===== src/include/lpddr_regs_config.svh =====
////////////////////////////////////////
// LPDDR APB register configuration
////////////////////////////////////////
`ifndef LPDDR_REGS_CONFIG_SVH
`define LPDDR_REGS_CONFIG_SVH

// APB bus widths
`define LPDDR_APB_AW 16                   // byte address
`define LPDDR_APB_DW 32                   // data word
`define LPDDR_APB_SW (`LPDDR_APB_DW/8)    // one strobe per byte lane

// word-aligned register offsets
`define LPDDR_OFS_MR   16'h0000           // mode register access and rank control
`define LPDDR_OFS_PPR  16'h0004           // post package repair control
`define LPDDR_OFS_TIM1 16'h0030
`define LPDDR_OFS_TIM2 16'h0034
`define LPDDR_OFS_TIM3 16'h0038
`define LPDDR_OFS_DFI  16'h004C           // DFI phy timing
`define LPDDR_OFS_PPRT 16'h0050           // PPR program time
`define LPDDR_OFS_TCTL 16'h005C           // timer control

`endif

===== src/hdl/lpddr_reg_pkg.sv =====
////////////////////////////////////////
// LPDDR register map types
////////////////////////////////////////
`default_nettype none

`include "lpddr_regs_config.svh"

package lpddr_reg_pkg;

	// register targeted by the current access
	typedef enum logic [3:0]
	{
		REG_NONE,    // unmapped address
		REG_MR,
		REG_PPR,
		REG_TIM1,
		REG_TIM2,
		REG_TIM3,
		REG_DFI,
		REG_PPRT,
		REG_TCTL
	} reg_sel_e;

	////////////////////////////////////////
	// timer1 word
	////////////////////////////////////////
	typedef struct packed
	{
		logic [1:0] rsvd;          // bits 31:30
		logic [5:0] pre_ab2any;    // bits 29:24
		logic [5:0] pre_pb2any;    // bits 23:18
		logic [5:0] act2rw;        // bits 17:12
		logic [4:0] rd2pre;        // bits 11:7
		logic [6:0] act2pre;       // bits 6:0
	} tim1_fields_t;

	typedef logic [`LPDDR_APB_SW-1:0][7:0] tim1_bytes_t;

	// bus writes land per byte, the controller reads fields
	typedef union packed
	{
		tim1_bytes_t  bytes;
		tim1_fields_t fields;
	} tim1_word_u;

endpackage

`default_nettype wire


===== src/hdl/apb_bus_pkg.sv =====
////////////////////////////////////////
// APB bus types
////////////////////////////////////////
`default_nettype none

`include "lpddr_regs_config.svh"

package apb_bus_pkg;

	typedef logic [`LPDDR_APB_AW-1:0] apb_addr_t;    // byte address, low two bits unused
	typedef logic [`LPDDR_APB_DW-1:0] apb_data_t;    // read and write word

	// byte lane enables for writes
	typedef logic [`LPDDR_APB_SW-1:0] apb_strb_t;

endpackage

`default_nettype wire


===== src/hdl/reg_access_if.sv =====
////////////////////////////////////////
// Decoded register access
////////////////////////////////////////
`timescale 1ns/10ps
`default_nettype none

interface reg_access_if;
	import apb_bus_pkg::*;
	import lpddr_reg_pkg::*;

	logic      wr_en;    // select, enable and write all high
	logic      rd_en;    // select high with write low
	reg_sel_e  sel;      // target register of the word address
	apb_strb_t strb;
	apb_data_t wdata;

	// driven by the APB decoder
	modport decoder
	(
		output wr_en,
		output rd_en,
		output sel,
		output strb,
		output wdata
	);

	// seen by the register banks and the read path
	modport bank
	(
		input wr_en,
		input rd_en,
		input sel,
		input strb,
		input wdata
	);

endinterface

`default_nettype wire


===== src/hdl/lpddr_apb_regs.sv =====
////////////////////////////////////////
// LPDDR APB register port
////////////////////////////////////////
`timescale 1ns/10ps
`default_nettype none

module lpddr_apb_regs
(
	input  logic                   pclk_i,
	input  logic                   prst_ni,
	input  apb_bus_pkg::apb_addr_t paddr_i,
	input  logic                   psel_i,
	input  logic                   penable_i,
	input  logic                   pwrite_i,
	input  apb_bus_pkg::apb_data_t pwdata_i,
	input  apb_bus_pkg::apb_strb_t pstrb_i,
	output logic                   pready_o,
	output apb_bus_pkg::apb_data_t prdata_o,
	output logic                   pslverr_o,
	output logic [6:0]             t_act2pre_o,
	output logic [4:0]             t_rd2pre_o,
	output logic [5:0]             t_act2rw_o,
	output logic [5:0]             t_pre_pb2any_o,
	output logic [5:0]             t_pre_ab2any_o
);
	import apb_bus_pkg::*;
	import lpddr_reg_pkg::*;

	apb_data_t    mode_rdata;
	apb_data_t    timing_rdata;
	tim1_fields_t tim1;

	reg_access_if u_acc ();

	apb_access_decode u_decode
	(
		.paddr_i   (paddr_i),
		.psel_i    (psel_i),
		.penable_i (penable_i),
		.pwrite_i  (pwrite_i),
		.pwdata_i  (pwdata_i),
		.pstrb_i   (pstrb_i),
		.pready_o  (pready_o),
		.pslverr_o (pslverr_o),
		.acc       (u_acc.decoder)
	);

	mode_reg_bank u_mode
	(
		.pclk_i  (pclk_i),
		.prst_ni (prst_ni),
		.acc     (u_acc.bank),
		.rdata_o (mode_rdata)
	);

	timing_reg_bank u_timing
	(
		.pclk_i  (pclk_i),
		.prst_ni (prst_ni),
		.acc     (u_acc.bank),
		.rdata_o (timing_rdata),
		.tim1_o  (tim1)
	);

	read_data_mux u_rdmux
	(
		.pclk_i         (pclk_i),
		.prst_ni        (prst_ni),
		.acc            (u_acc.bank),
		.mode_rdata_i   (mode_rdata),
		.timing_rdata_i (timing_rdata),
		.prdata_o       (prdata_o)
	);

	// timer1 fields out to the controller
	assign t_act2pre_o    = tim1.act2pre;
	assign t_rd2pre_o     = tim1.rd2pre;
	assign t_act2rw_o     = tim1.act2rw;
	assign t_pre_pb2any_o = tim1.pre_pb2any;
	assign t_pre_ab2any_o = tim1.pre_ab2any;

endmodule

`default_nettype wire


===== src/hdl/read_data_mux.sv =====
////////////////////////////////////////
// APB read data register
////////////////////////////////////////
`timescale 1ns/10ps
`default_nettype none

module read_data_mux
(
	input  logic                   pclk_i,
	input  logic                   prst_ni,
	reg_access_if.bank             acc,
	input  apb_bus_pkg::apb_data_t mode_rdata_i,
	input  apb_bus_pkg::apb_data_t timing_rdata_i,
	output apb_bus_pkg::apb_data_t prdata_o
);
	import apb_bus_pkg::*;
	import lpddr_reg_pkg::*;

	apb_data_t rdata_c;

	// pick the bank that owns the selected register
	always_comb
	begin
		case (acc.sel)
			REG_MR,
			REG_PPR:  rdata_c = mode_rdata_i;
			REG_NONE: rdata_c = '0;                // unmapped reads zero
			default:  rdata_c = timing_rdata_i;
		endcase
	end

	////////////////////////////////////////
	// sampled in the setup phase of a read
	////////////////////////////////////////
	always_ff @(posedge pclk_i or negedge prst_ni)
	begin
		if (!prst_ni)
			prdata_o <= '0;
		else if (acc.rd_en)
			prdata_o <= rdata_c;    // held between reads
	end

endmodule

`default_nettype wire


===== src/hdl/timing_reg_bank.sv =====
////////////////////////////////////////
// Timer registers
////////////////////////////////////////
`timescale 1ns/10ps
`default_nettype none

module timing_reg_bank
(
	input  logic                        pclk_i,
	input  logic                        prst_ni,
	reg_access_if.bank                  acc,
	output apb_bus_pkg::apb_data_t      rdata_o,
	output lpddr_reg_pkg::tim1_fields_t tim1_o
);
	import apb_bus_pkg::*;
	import lpddr_reg_pkg::*;

	// defined bits of the partly reserved words
	localparam apb_data_t TIM1_MASK = 32'h3FFF_FFFF;
	localparam apb_data_t TIM3_MASK = 32'h001F_FFFF;    // per bank and all bank refresh
	localparam apb_data_t TCTL_MASK = 32'h0000_0001;    // update_all_timers
	localparam apb_data_t FULL_MASK = '1;

	tim1_word_u tim1_q;
	apb_data_t  tim2_q;    // recovery, turnaround and MR timings
	apb_data_t  tim3_q;
	apb_data_t  dfi_q;     // wrdata, wrlat, rddataen, rdlat
	apb_data_t  pprt_q;
	apb_data_t  tctl_q;

	// replace the strobed bytes of a word, keeping reserved bits clear
	function automatic apb_data_t merge_word
	(
		input apb_data_t old_w,
		input apb_data_t new_w,
		input apb_strb_t strb,
		input apb_data_t mask
	);
		apb_data_t res;
		res = old_w;
		for (int i = 0; i < $bits(apb_strb_t); i++)
		begin
			if (strb[i])
				res[8*i +: 8] = new_w[8*i +: 8] & mask[8*i +: 8];
		end
		return res;
	endfunction

	always_ff @(posedge pclk_i or negedge prst_ni)
	begin
		if (!prst_ni)
		begin
			tim1_q <= '0;
			tim2_q <= '0;
			tim3_q <= '0;
			dfi_q  <= '0;
			pprt_q <= '0;
			tctl_q <= '0;
		end
		else if (acc.wr_en)
		begin
			case (acc.sel)
				REG_TIM1:
				begin
					for (int i = 0; i < $bits(apb_strb_t); i++)
					begin
						if (acc.strb[i])
							tim1_q.bytes[i] <= acc.wdata[8*i +: 8] & TIM1_MASK[8*i +: 8];
					end
				end
				REG_TIM2: tim2_q <= merge_word(tim2_q, acc.wdata, acc.strb, FULL_MASK);
				REG_TIM3: tim3_q <= merge_word(tim3_q, acc.wdata, acc.strb, TIM3_MASK);
				REG_DFI:  dfi_q  <= merge_word(dfi_q, acc.wdata, acc.strb, FULL_MASK);
				REG_PPRT: pprt_q <= merge_word(pprt_q, acc.wdata, acc.strb, FULL_MASK);
				REG_TCTL: tctl_q <= merge_word(tctl_q, acc.wdata, acc.strb, TCTL_MASK);
				default:  ;    // rank registers live in the mode bank
			endcase
		end
	end

	////////////////////////////////////////
	// read word and timer1 fields
	////////////////////////////////////////
	always_comb
	begin
		case (acc.sel)
			REG_TIM1: rdata_o = tim1_q.bytes;
			REG_TIM2: rdata_o = tim2_q;
			REG_TIM3: rdata_o = tim3_q;
			REG_DFI:  rdata_o = dfi_q;
			REG_PPRT: rdata_o = pprt_q;
			REG_TCTL: rdata_o = tctl_q;
			default:  rdata_o = '0;
		endcase
	end

	assign tim1_o = tim1_q.fields;    // same flops, field layout

endmodule

`default_nettype wire


===== src/hdl/mode_reg_bank.sv =====
////////////////////////////////////////
// Rank and PPR registers
////////////////////////////////////////
`timescale 1ns/10ps
`default_nettype none

module mode_reg_bank
(
	input  logic                   pclk_i,
	input  logic                   prst_ni,
	reg_access_if.bank             acc,
	output apb_bus_pkg::apb_data_t rdata_o
);
	import apb_bus_pkg::*;
	import lpddr_reg_pkg::*;

	logic [7:0]  mr_addr;          // mode register number
	logic [7:0]  mr_data;          // MRW payload
	logic        rank_mrw;         // MRW request
	logic        rank_mrr;         // MRR request
	logic [2:0]  rank_index;
	logic        all_rank_mr;      // apply to every rank
	logic        ppr_enable;
	logic [2:0]  ppr_bank_addr;
	logic [15:0] ppr_row_addr;

	logic        wr_mr;
	logic        wr_ppr;
	apb_data_t   mr_word;
	apb_data_t   ppr_word;

	assign wr_mr  = acc.wr_en & (acc.sel == REG_MR);
	assign wr_ppr = acc.wr_en & (acc.sel == REG_PPR);

	always_ff @(posedge pclk_i or negedge prst_ni)
	begin
		if (!prst_ni)
		begin
			mr_addr       <= '0;
			mr_data       <= '0;
			rank_mrw      <= 1'b0;
			rank_mrr      <= 1'b0;
			rank_index    <= '0;
			all_rank_mr   <= 1'b0;
			ppr_enable    <= 1'b0;
			ppr_bank_addr <= '0;
			ppr_row_addr  <= '0;
		end
		else
		begin
			if (wr_mr && acc.strb[0])
				mr_addr <= acc.wdata[7:0];
			if (wr_mr && acc.strb[1])
				mr_data <= acc.wdata[15:8];
			if (wr_mr && acc.strb[2])
				{rank_mrr, rank_mrw} <= acc.wdata[17:16];    // status bits above stay zero
			if (wr_mr && acc.strb[3])
				{all_rank_mr, rank_index} <= {acc.wdata[31], acc.wdata[26:24]};

			if (wr_ppr && acc.strb[0])
				ppr_enable <= acc.wdata[0];
			if (wr_ppr && acc.strb[1])
				ppr_bank_addr <= acc.wdata[10:8];
			if (wr_ppr && acc.strb[2])
				ppr_row_addr[7:0] <= acc.wdata[23:16];
			if (wr_ppr && acc.strb[3])
				ppr_row_addr[15:8] <= acc.wdata[31:24];
		end
	end

	////////////////////////////////////////
	// read words
	////////////////////////////////////////
	assign mr_word  = {all_rank_mr, 4'b0, rank_index, 6'b0, rank_mrr, rank_mrw, mr_data, mr_addr};
	assign ppr_word = {ppr_row_addr, 5'b0, ppr_bank_addr, 7'b0, ppr_enable};    // bit 1 status

	always_comb
	begin
		case (acc.sel)
			REG_MR:  rdata_o = mr_word;
			REG_PPR: rdata_o = ppr_word;
			default: rdata_o = '0;
		endcase
	end

endmodule

`default_nettype wire


===== src/hdl/apb_access_decode.sv =====
////////////////////////////////////////
// APB access decode
////////////////////////////////////////
`timescale 1ns/10ps
`default_nettype none

`include "lpddr_regs_config.svh"

module apb_access_decode
(
	input  apb_bus_pkg::apb_addr_t paddr_i,
	input  logic                   psel_i,
	input  logic                   penable_i,
	input  logic                   pwrite_i,
	input  apb_bus_pkg::apb_data_t pwdata_i,
	input  apb_bus_pkg::apb_strb_t pstrb_i,
	output logic                   pready_o,
	output logic                   pslverr_o,
	reg_access_if.decoder          acc
);
	import apb_bus_pkg::*;
	import lpddr_reg_pkg::*;

	apb_addr_t word_addr;

	////////////////////////////////////////
	// APB levels
	////////////////////////////////////////
	assign pready_o  = psel_i;    // no wait states
	assign pslverr_o = 1'b0;      // every access completes

	assign acc.wr_en = psel_i & penable_i & pwrite_i;    // access phase of a write
	assign acc.rd_en = psel_i & ~pwrite_i;               // setup and access phase of a read

	assign acc.strb  = pstrb_i;
	assign acc.wdata = pwdata_i;

	////////////////////////////////////////
	// register select
	////////////////////////////////////////
	assign word_addr = {paddr_i[`LPDDR_APB_AW-1:2], 2'b00};    // byte offset ignored

	always_comb
	begin
		case (word_addr)
			`LPDDR_OFS_MR:   acc.sel = REG_MR;
			`LPDDR_OFS_PPR:  acc.sel = REG_PPR;
			`LPDDR_OFS_TIM1: acc.sel = REG_TIM1;
			`LPDDR_OFS_TIM2: acc.sel = REG_TIM2;
			`LPDDR_OFS_TIM3: acc.sel = REG_TIM3;
			`LPDDR_OFS_DFI:  acc.sel = REG_DFI;
			`LPDDR_OFS_PPRT: acc.sel = REG_PPRT;
			`LPDDR_OFS_TCTL: acc.sel = REG_TCTL;
			default:         acc.sel = REG_NONE;    // reads zero, writes dropped
		endcase
	end

endmodule

`default_nettype wire


===== config.mk =====
export PLATFORM = sky130hd
export DESIGN_NAME = lpddr_apb_regs
export DESIGN_NICKNAME = d
export VERILOG_FILES = /design/src/hdl/lpddr_reg_pkg.sv /design/src/hdl/apb_bus_pkg.sv /design/src/hdl/reg_access_if.sv /design/src/hdl/lpddr_apb_regs.sv /design/src/hdl/read_data_mux.sv /design/src/hdl/timing_reg_bank.sv /design/src/hdl/mode_reg_bank.sv /design/src/hdl/apb_access_decode.sv
export VERILOG_INCLUDE_DIRS = /design/src /design/src/include
export SDC_FILE = /design/constraint.sdc
export NUM_CORES = 1
export LEC_CHECK = 0
export BUFFER_PORTS_ARGS = -buffer_cell sky130_fd_sc_hd__buf_2
export CAP_MARGIN = 20
export CORE_MARGIN = 3
export CORE_UTILIZATION = 53
export DETAILED_ROUTE_END_ITERATION = 10
export PLACE_DENSITY = 0.77
export SLEW_MARGIN = 20
export SYNTH_ARGS = -nofsm -noshare
export SYNTH_HDL_FRONTEND = slang
export SYNTH_SLANG_ARGS = --single-unit

===== constraint.sdc =====
create_clock -name pclk_i -period 1.4 [get_ports pclk_i]
set_clock_uncertainty 0.1 [all_clocks]
set_input_delay 0.28 -clock pclk_i [delete_from_list [all_inputs] [get_ports pclk_i]]
set_output_delay 0.28 -clock pclk_i [all_outputs]
set_load 0.1 [all_outputs]

==> impl_results.md <==
* Run status: finished, violations left
* Violated checks: negative setup slack
* Sink count of the clock tree at 222
* Headroom to the max-slew limit at 0.594
* Required time of the worst setup path at 1690 ps
* NumNets Final at 1139
* Buffers added on ports at 117
* Residual antenna-violating net count after detailed routing at 0
* Number of instances in the synthesized netlist at 758
* Placement row count at 49
* Sequential cell area fraction in the yosys report at 0.557
* Post-route minimum period at 2230 ps
* Number of synthesized flops with an enable pin at 0
* Y dimension of the die at 143 um
* Hold wc startpoint: pwdata_i[24]
* Die area at 20500 um2
* Worst EP arrival at 2520 ps
* Filler Cell Count at 676
* CORE AREA at 18200 um2
* Ratio of cells with drive above 1 in the final layout at 0.598
* Via count of the first global-routing pass at 9240
* Number of cell instances on the worst register-to-register path at 4
* Power per Cell Area at 973 nW/um2
* Multi-input combinational cell area at 5440 um2
* Post-placement worst setup slack at -1280 ps
* Total Routed Length at 41.4 mm
* Number of nets in the synthesized netlist at 815
* IO Count at 121
* Cell chosen for the clock root: sky130_fd_sc_hd__clkbuf_16
* Setup repair after global routing missed its margin: yes
* Vias at 9092
* Total of flip-flops plus latches after synthesis at 222
* Number of iterations in the first detailed-routing pass at 5
* Die outline width at 143 um
* Worst IR Drop VDD at 1070 uV
* Register area at 5560 um2
* Number of remaining DRC errors at 0
* Setup TNS Final at -136340 ps
* Critical path class: primary input to register
* Destination of the worst register-to-register timing path: u_rdmux.prdata_o[8]$_DFFE_PN0P_
* Count of cells along the worst hold path at 2
* Last weighted congestion value of the routability-driven placer at 0.947
* Post-layout total power at 0.0155 W
* Max_cap viols at 0
* Number of levels the H-tree was split into at 1
* Dominant register cell in the synthesized netlist: sky130_fd_sc_hd__dfrtp_1
* Hold Path Sink: u_timing.tim1_o[24]$_DFFE_PN0P_
* Half-perimeter wire length after placement at 18.4 mm
* Transition time at the pin with the least slew margin at 602 ps
* Final critical-path share of the clock period at 1.59
* Count of endpoints failing hold in the final timing report at 0
* Crit start category: primary input
* Critical path fanouts, max at 8
* Initial antenna violation count at 2
* Final Max Tran Viols at 0
* Synth area leader: sky130_fd_sc_hd__dfrtp_1
* Count of synthesis-stage warnings from yosys at 0
* Hold Worst Slack at 15.3 ps
* Final global-route overflow total at 0
* Reg-to-reg startpoint: u_timing.tim2_q[8]$_DFFE_PN0P_
* Mapped Area at 9970 um2
* Count of unique library cells instantiated by Yosys at 53
* Class of the most critical hold timing path: primary input to register
* First-pass GRT wire length at 54.0 mm
* Fraction of registers with async set or reset after synthesis at 1.00
* Most repeated cell in the gate-level netlist after synthesis: sky130_fd_sc_hd__dfrtp_1
* Largest net degree at the start of global routing at 41
* Number of buffers between clock root and the deepest sink at 3
* Max Clk Rate at 448 MHz
* Synthesis-to-layout area growth at 59.7%
* Slack of the critical path at -832 ps
* Mean cell area of the mapped netlist at 13.1 um2
* WL/cell at 31.1 um
* P_leak at 7.54 nW
* Top cell type's share of synthesized area at 0.557
* Final count of negative-setup-slack endpoints at 284
* Number of buffers added by the clock tree synthesis step at 24
* Aggregate global-route resource usage at 0.342
* Worst-Skew Late Latency at 530 ps
* Cell types occupying the most area after synthesis: sky130_fd_sc_hd__dfrtp_1 56%, sky130_fd_sc_hd__mux2_2 24%, sky130_fd_sc_hd__a221oi_1 2.5%, sky130_fd_sc_hd__nand2_1 2.4%, sky130_fd_sc_hd__nor2_1 2.2%
* Commonest cells in the netlist: 222 x sky130_fd_sc_hd__dfrtp_1, 214 x sky130_fd_sc_hd__mux2_2, 63 x sky130_fd_sc_hd__nand2_1
* Initial core utilization at 0.547
* Clock tree from TritonCTS: built
* CTS clk-pin slew, worst paths at 60 ps
* Type of destination of the critical path: register
* Via/cell ratio at 6.85
* Reg-to-reg slack, setup at -320 ps
* Number of violations reported at the end of detailed-routing iteration 0 at 1016
-- state kept, by name, summed over array words and instances (netlist names), 3 cells and up --
| name | flops |
|---|---|
| u_mode.ppr_bank_addr | 3 |
| u_mode.rank_index | 3 |
| u_timing.tim3_q | 21 |
| u_rdmux.prdata_o | 32 |
| u_timing.pprt_q | 32 |
| u_mode.mr_data | 8 |
| u_timing.dfi_q | 32 |
| u_timing.tim2_q | 32 |
| u_mode.mr_addr | 8 |
| u_timing.tim1_o | 30 |
| u_mode.ppr_row_addr | 16 |
-- worst max-delay path, stage by stage --
cell and delay (ps):
sky130_fd_sc_hd__buf_8 100, sky130_fd_sc_hd__buf_6 140, sky130_fd_sc_hd__nor3b_1 430, sky130_fd_sc_hd__o211ai_1 250
sky130_fd_sc_hd__a21oi_1 280, sky130_fd_sc_hd__buf_4 250, sky130_fd_sc_hd__nor2_4 80, sky130_fd_sc_hd__buf_6 130
sky130_fd_sc_hd__buf_4 150, sky130_fd_sc_hd__a221oi_2 330, sky130_fd_sc_hd__nor2_1 90
-- cell usage in the layout (no fill, tap or decap), types with 5 or more instances in the layout --
master                          instances
sky130_fd_sc_hd__nand2_4                6
sky130_fd_sc_hd__clkbuf_1               6
sky130_fd_sc_hd__nand3_4                5
sky130_fd_sc_hd__clkbuf_16             25
sky130_fd_sc_hd__a221oi_2              11
sky130_fd_sc_hd__mux2i_1                8
sky130_fd_sc_hd__dfrtp_2                6
sky130_fd_sc_hd__a31oi_1                9
sky130_fd_sc_hd__nand2_1               50
sky130_fd_sc_hd__mux2_4               167
sky130_fd_sc_hd__dfrtp_1              216
sky130_fd_sc_hd__buf_8                  8
sky130_fd_sc_hd__clkbuf_8               6
sky130_fd_sc_hd__buf_4                119
sky130_fd_sc_hd__buf_6                 34
sky130_fd_sc_hd__nor3_4                10
sky130_fd_sc_hd__mux2_2                49
sky130_fd_sc_hd__a221o_1               19
sky130_fd_sc_hd__nor2_4                17
sky130_fd_sc_hd__a221oi_1              15
sky130_fd_sc_hd__buf_12                93
sky130_fd_sc_hd__dlygate4sd3_1         28
sky130_fd_sc_hd__nor2_1                45
sky130_fd_sc_hd__buf_2                 47
sky130_fd_sc_hd__nand2_2                6
-- area by class of cell --
class,instances,area share
antenna,3,0.000472
inverter,4,0.000943
sequential,222,0.350
tap,229,0.0180
timing repair buffer,331,0.241
multi-input combinational,499,0.342
clock inverter,3,0.00267
clock buffer,37,0.0459
-- through the flow --
| stage | util | cell area [um2] | cells |
|---|---|---|---|
| after global routing | 0.874 | 15900 | 1328 |
| after detailed placement | 0.743 | 13500 | 1195 |
| final | 0.874 | 15900 | 1328 |
| after global placement | 0.743 | 13500 | 1195 |
| after CTS | 0.854 | 15500 | 1314 |
| after floorplan | - | 10600 | 758 |
-- power breakdown --
part | internal (W) | leakage (nW) | switching, W
combinational | 0.000846 | 4.13 | 0.00148
clock | 0.00375 | 0.377 | 0.00275
sequential | 0.00652 | 3.03 | 0.000139
total | 0.0111 | 7.54 | 0.00437
-- how the worst max path moves through the flow --
stage,start,end
3_3_place_gp,paddr_i[11],u_mode.rank_mrr$_DFFE_PN0P_
4_1_cts,paddr_i[12],u_rdmux.prdata_o[4]$_DFFE_PN0P_
2_1_floorplan,paddr_i[11],u_timing.tim1_o[10]$_DFFE_PN0P_
3_5_place_dp,paddr_i[11],u_mode.rank_mrr$_DFFE_PN0P_
6_report,paddr_i[4],u_rdmux.prdata_o[8]$_DFFE_PN0P_
5_1_grt,paddr_i[4],u_rdmux.prdata_o[8]$_DFFE_PN0P_
-- routing by layer --
| layer | track usage | vias to the layer above | share of wire |
|---|---|---|---|
| li1 | - | 3443 | - |
| met1 | 0.434 | 4548 | 0.36 |
| met2 | 0.566 | 828 | 0.47 |
| met3 | 0.0643 | 273 | 0.094 |
| met4 | 0.170 | 0 | 0.075 |
| met5 | 0 | - | 0 |
-- timing repair --
item | in CTS | in global routing
gates resized for setup | 138 | 61
pin swaps | 46 | 25
hold buffers | 28 | 0
setup buffers | 52 | 14
endpoints found under the hold margin | 363 | 0
cloned | 2 | 0
endpoints found under the setup margin | 284 | 284
-- cell families (layout without fill, tap and decap cells) --
| family | Yosys count | after routing | share of synthesized area |
|---|---|---|---|
| DFF | 222 | 222 | 0.557 |
| other | 1 | 4 | 0.000376 |
| xor gates and xnor gates | 2 | 2 | 0.00176 |
| AOI/OAI and AO/OA | 90 | 90 | 0.0728 |
| buffers and inverters | 37 | 375 | 0.0182 |
| muxes | 225 | 225 | 0.253 |
| and+or+nand+nor | 181 | 181 | 0.0963 |
Power figures use the tool's default switching activity.
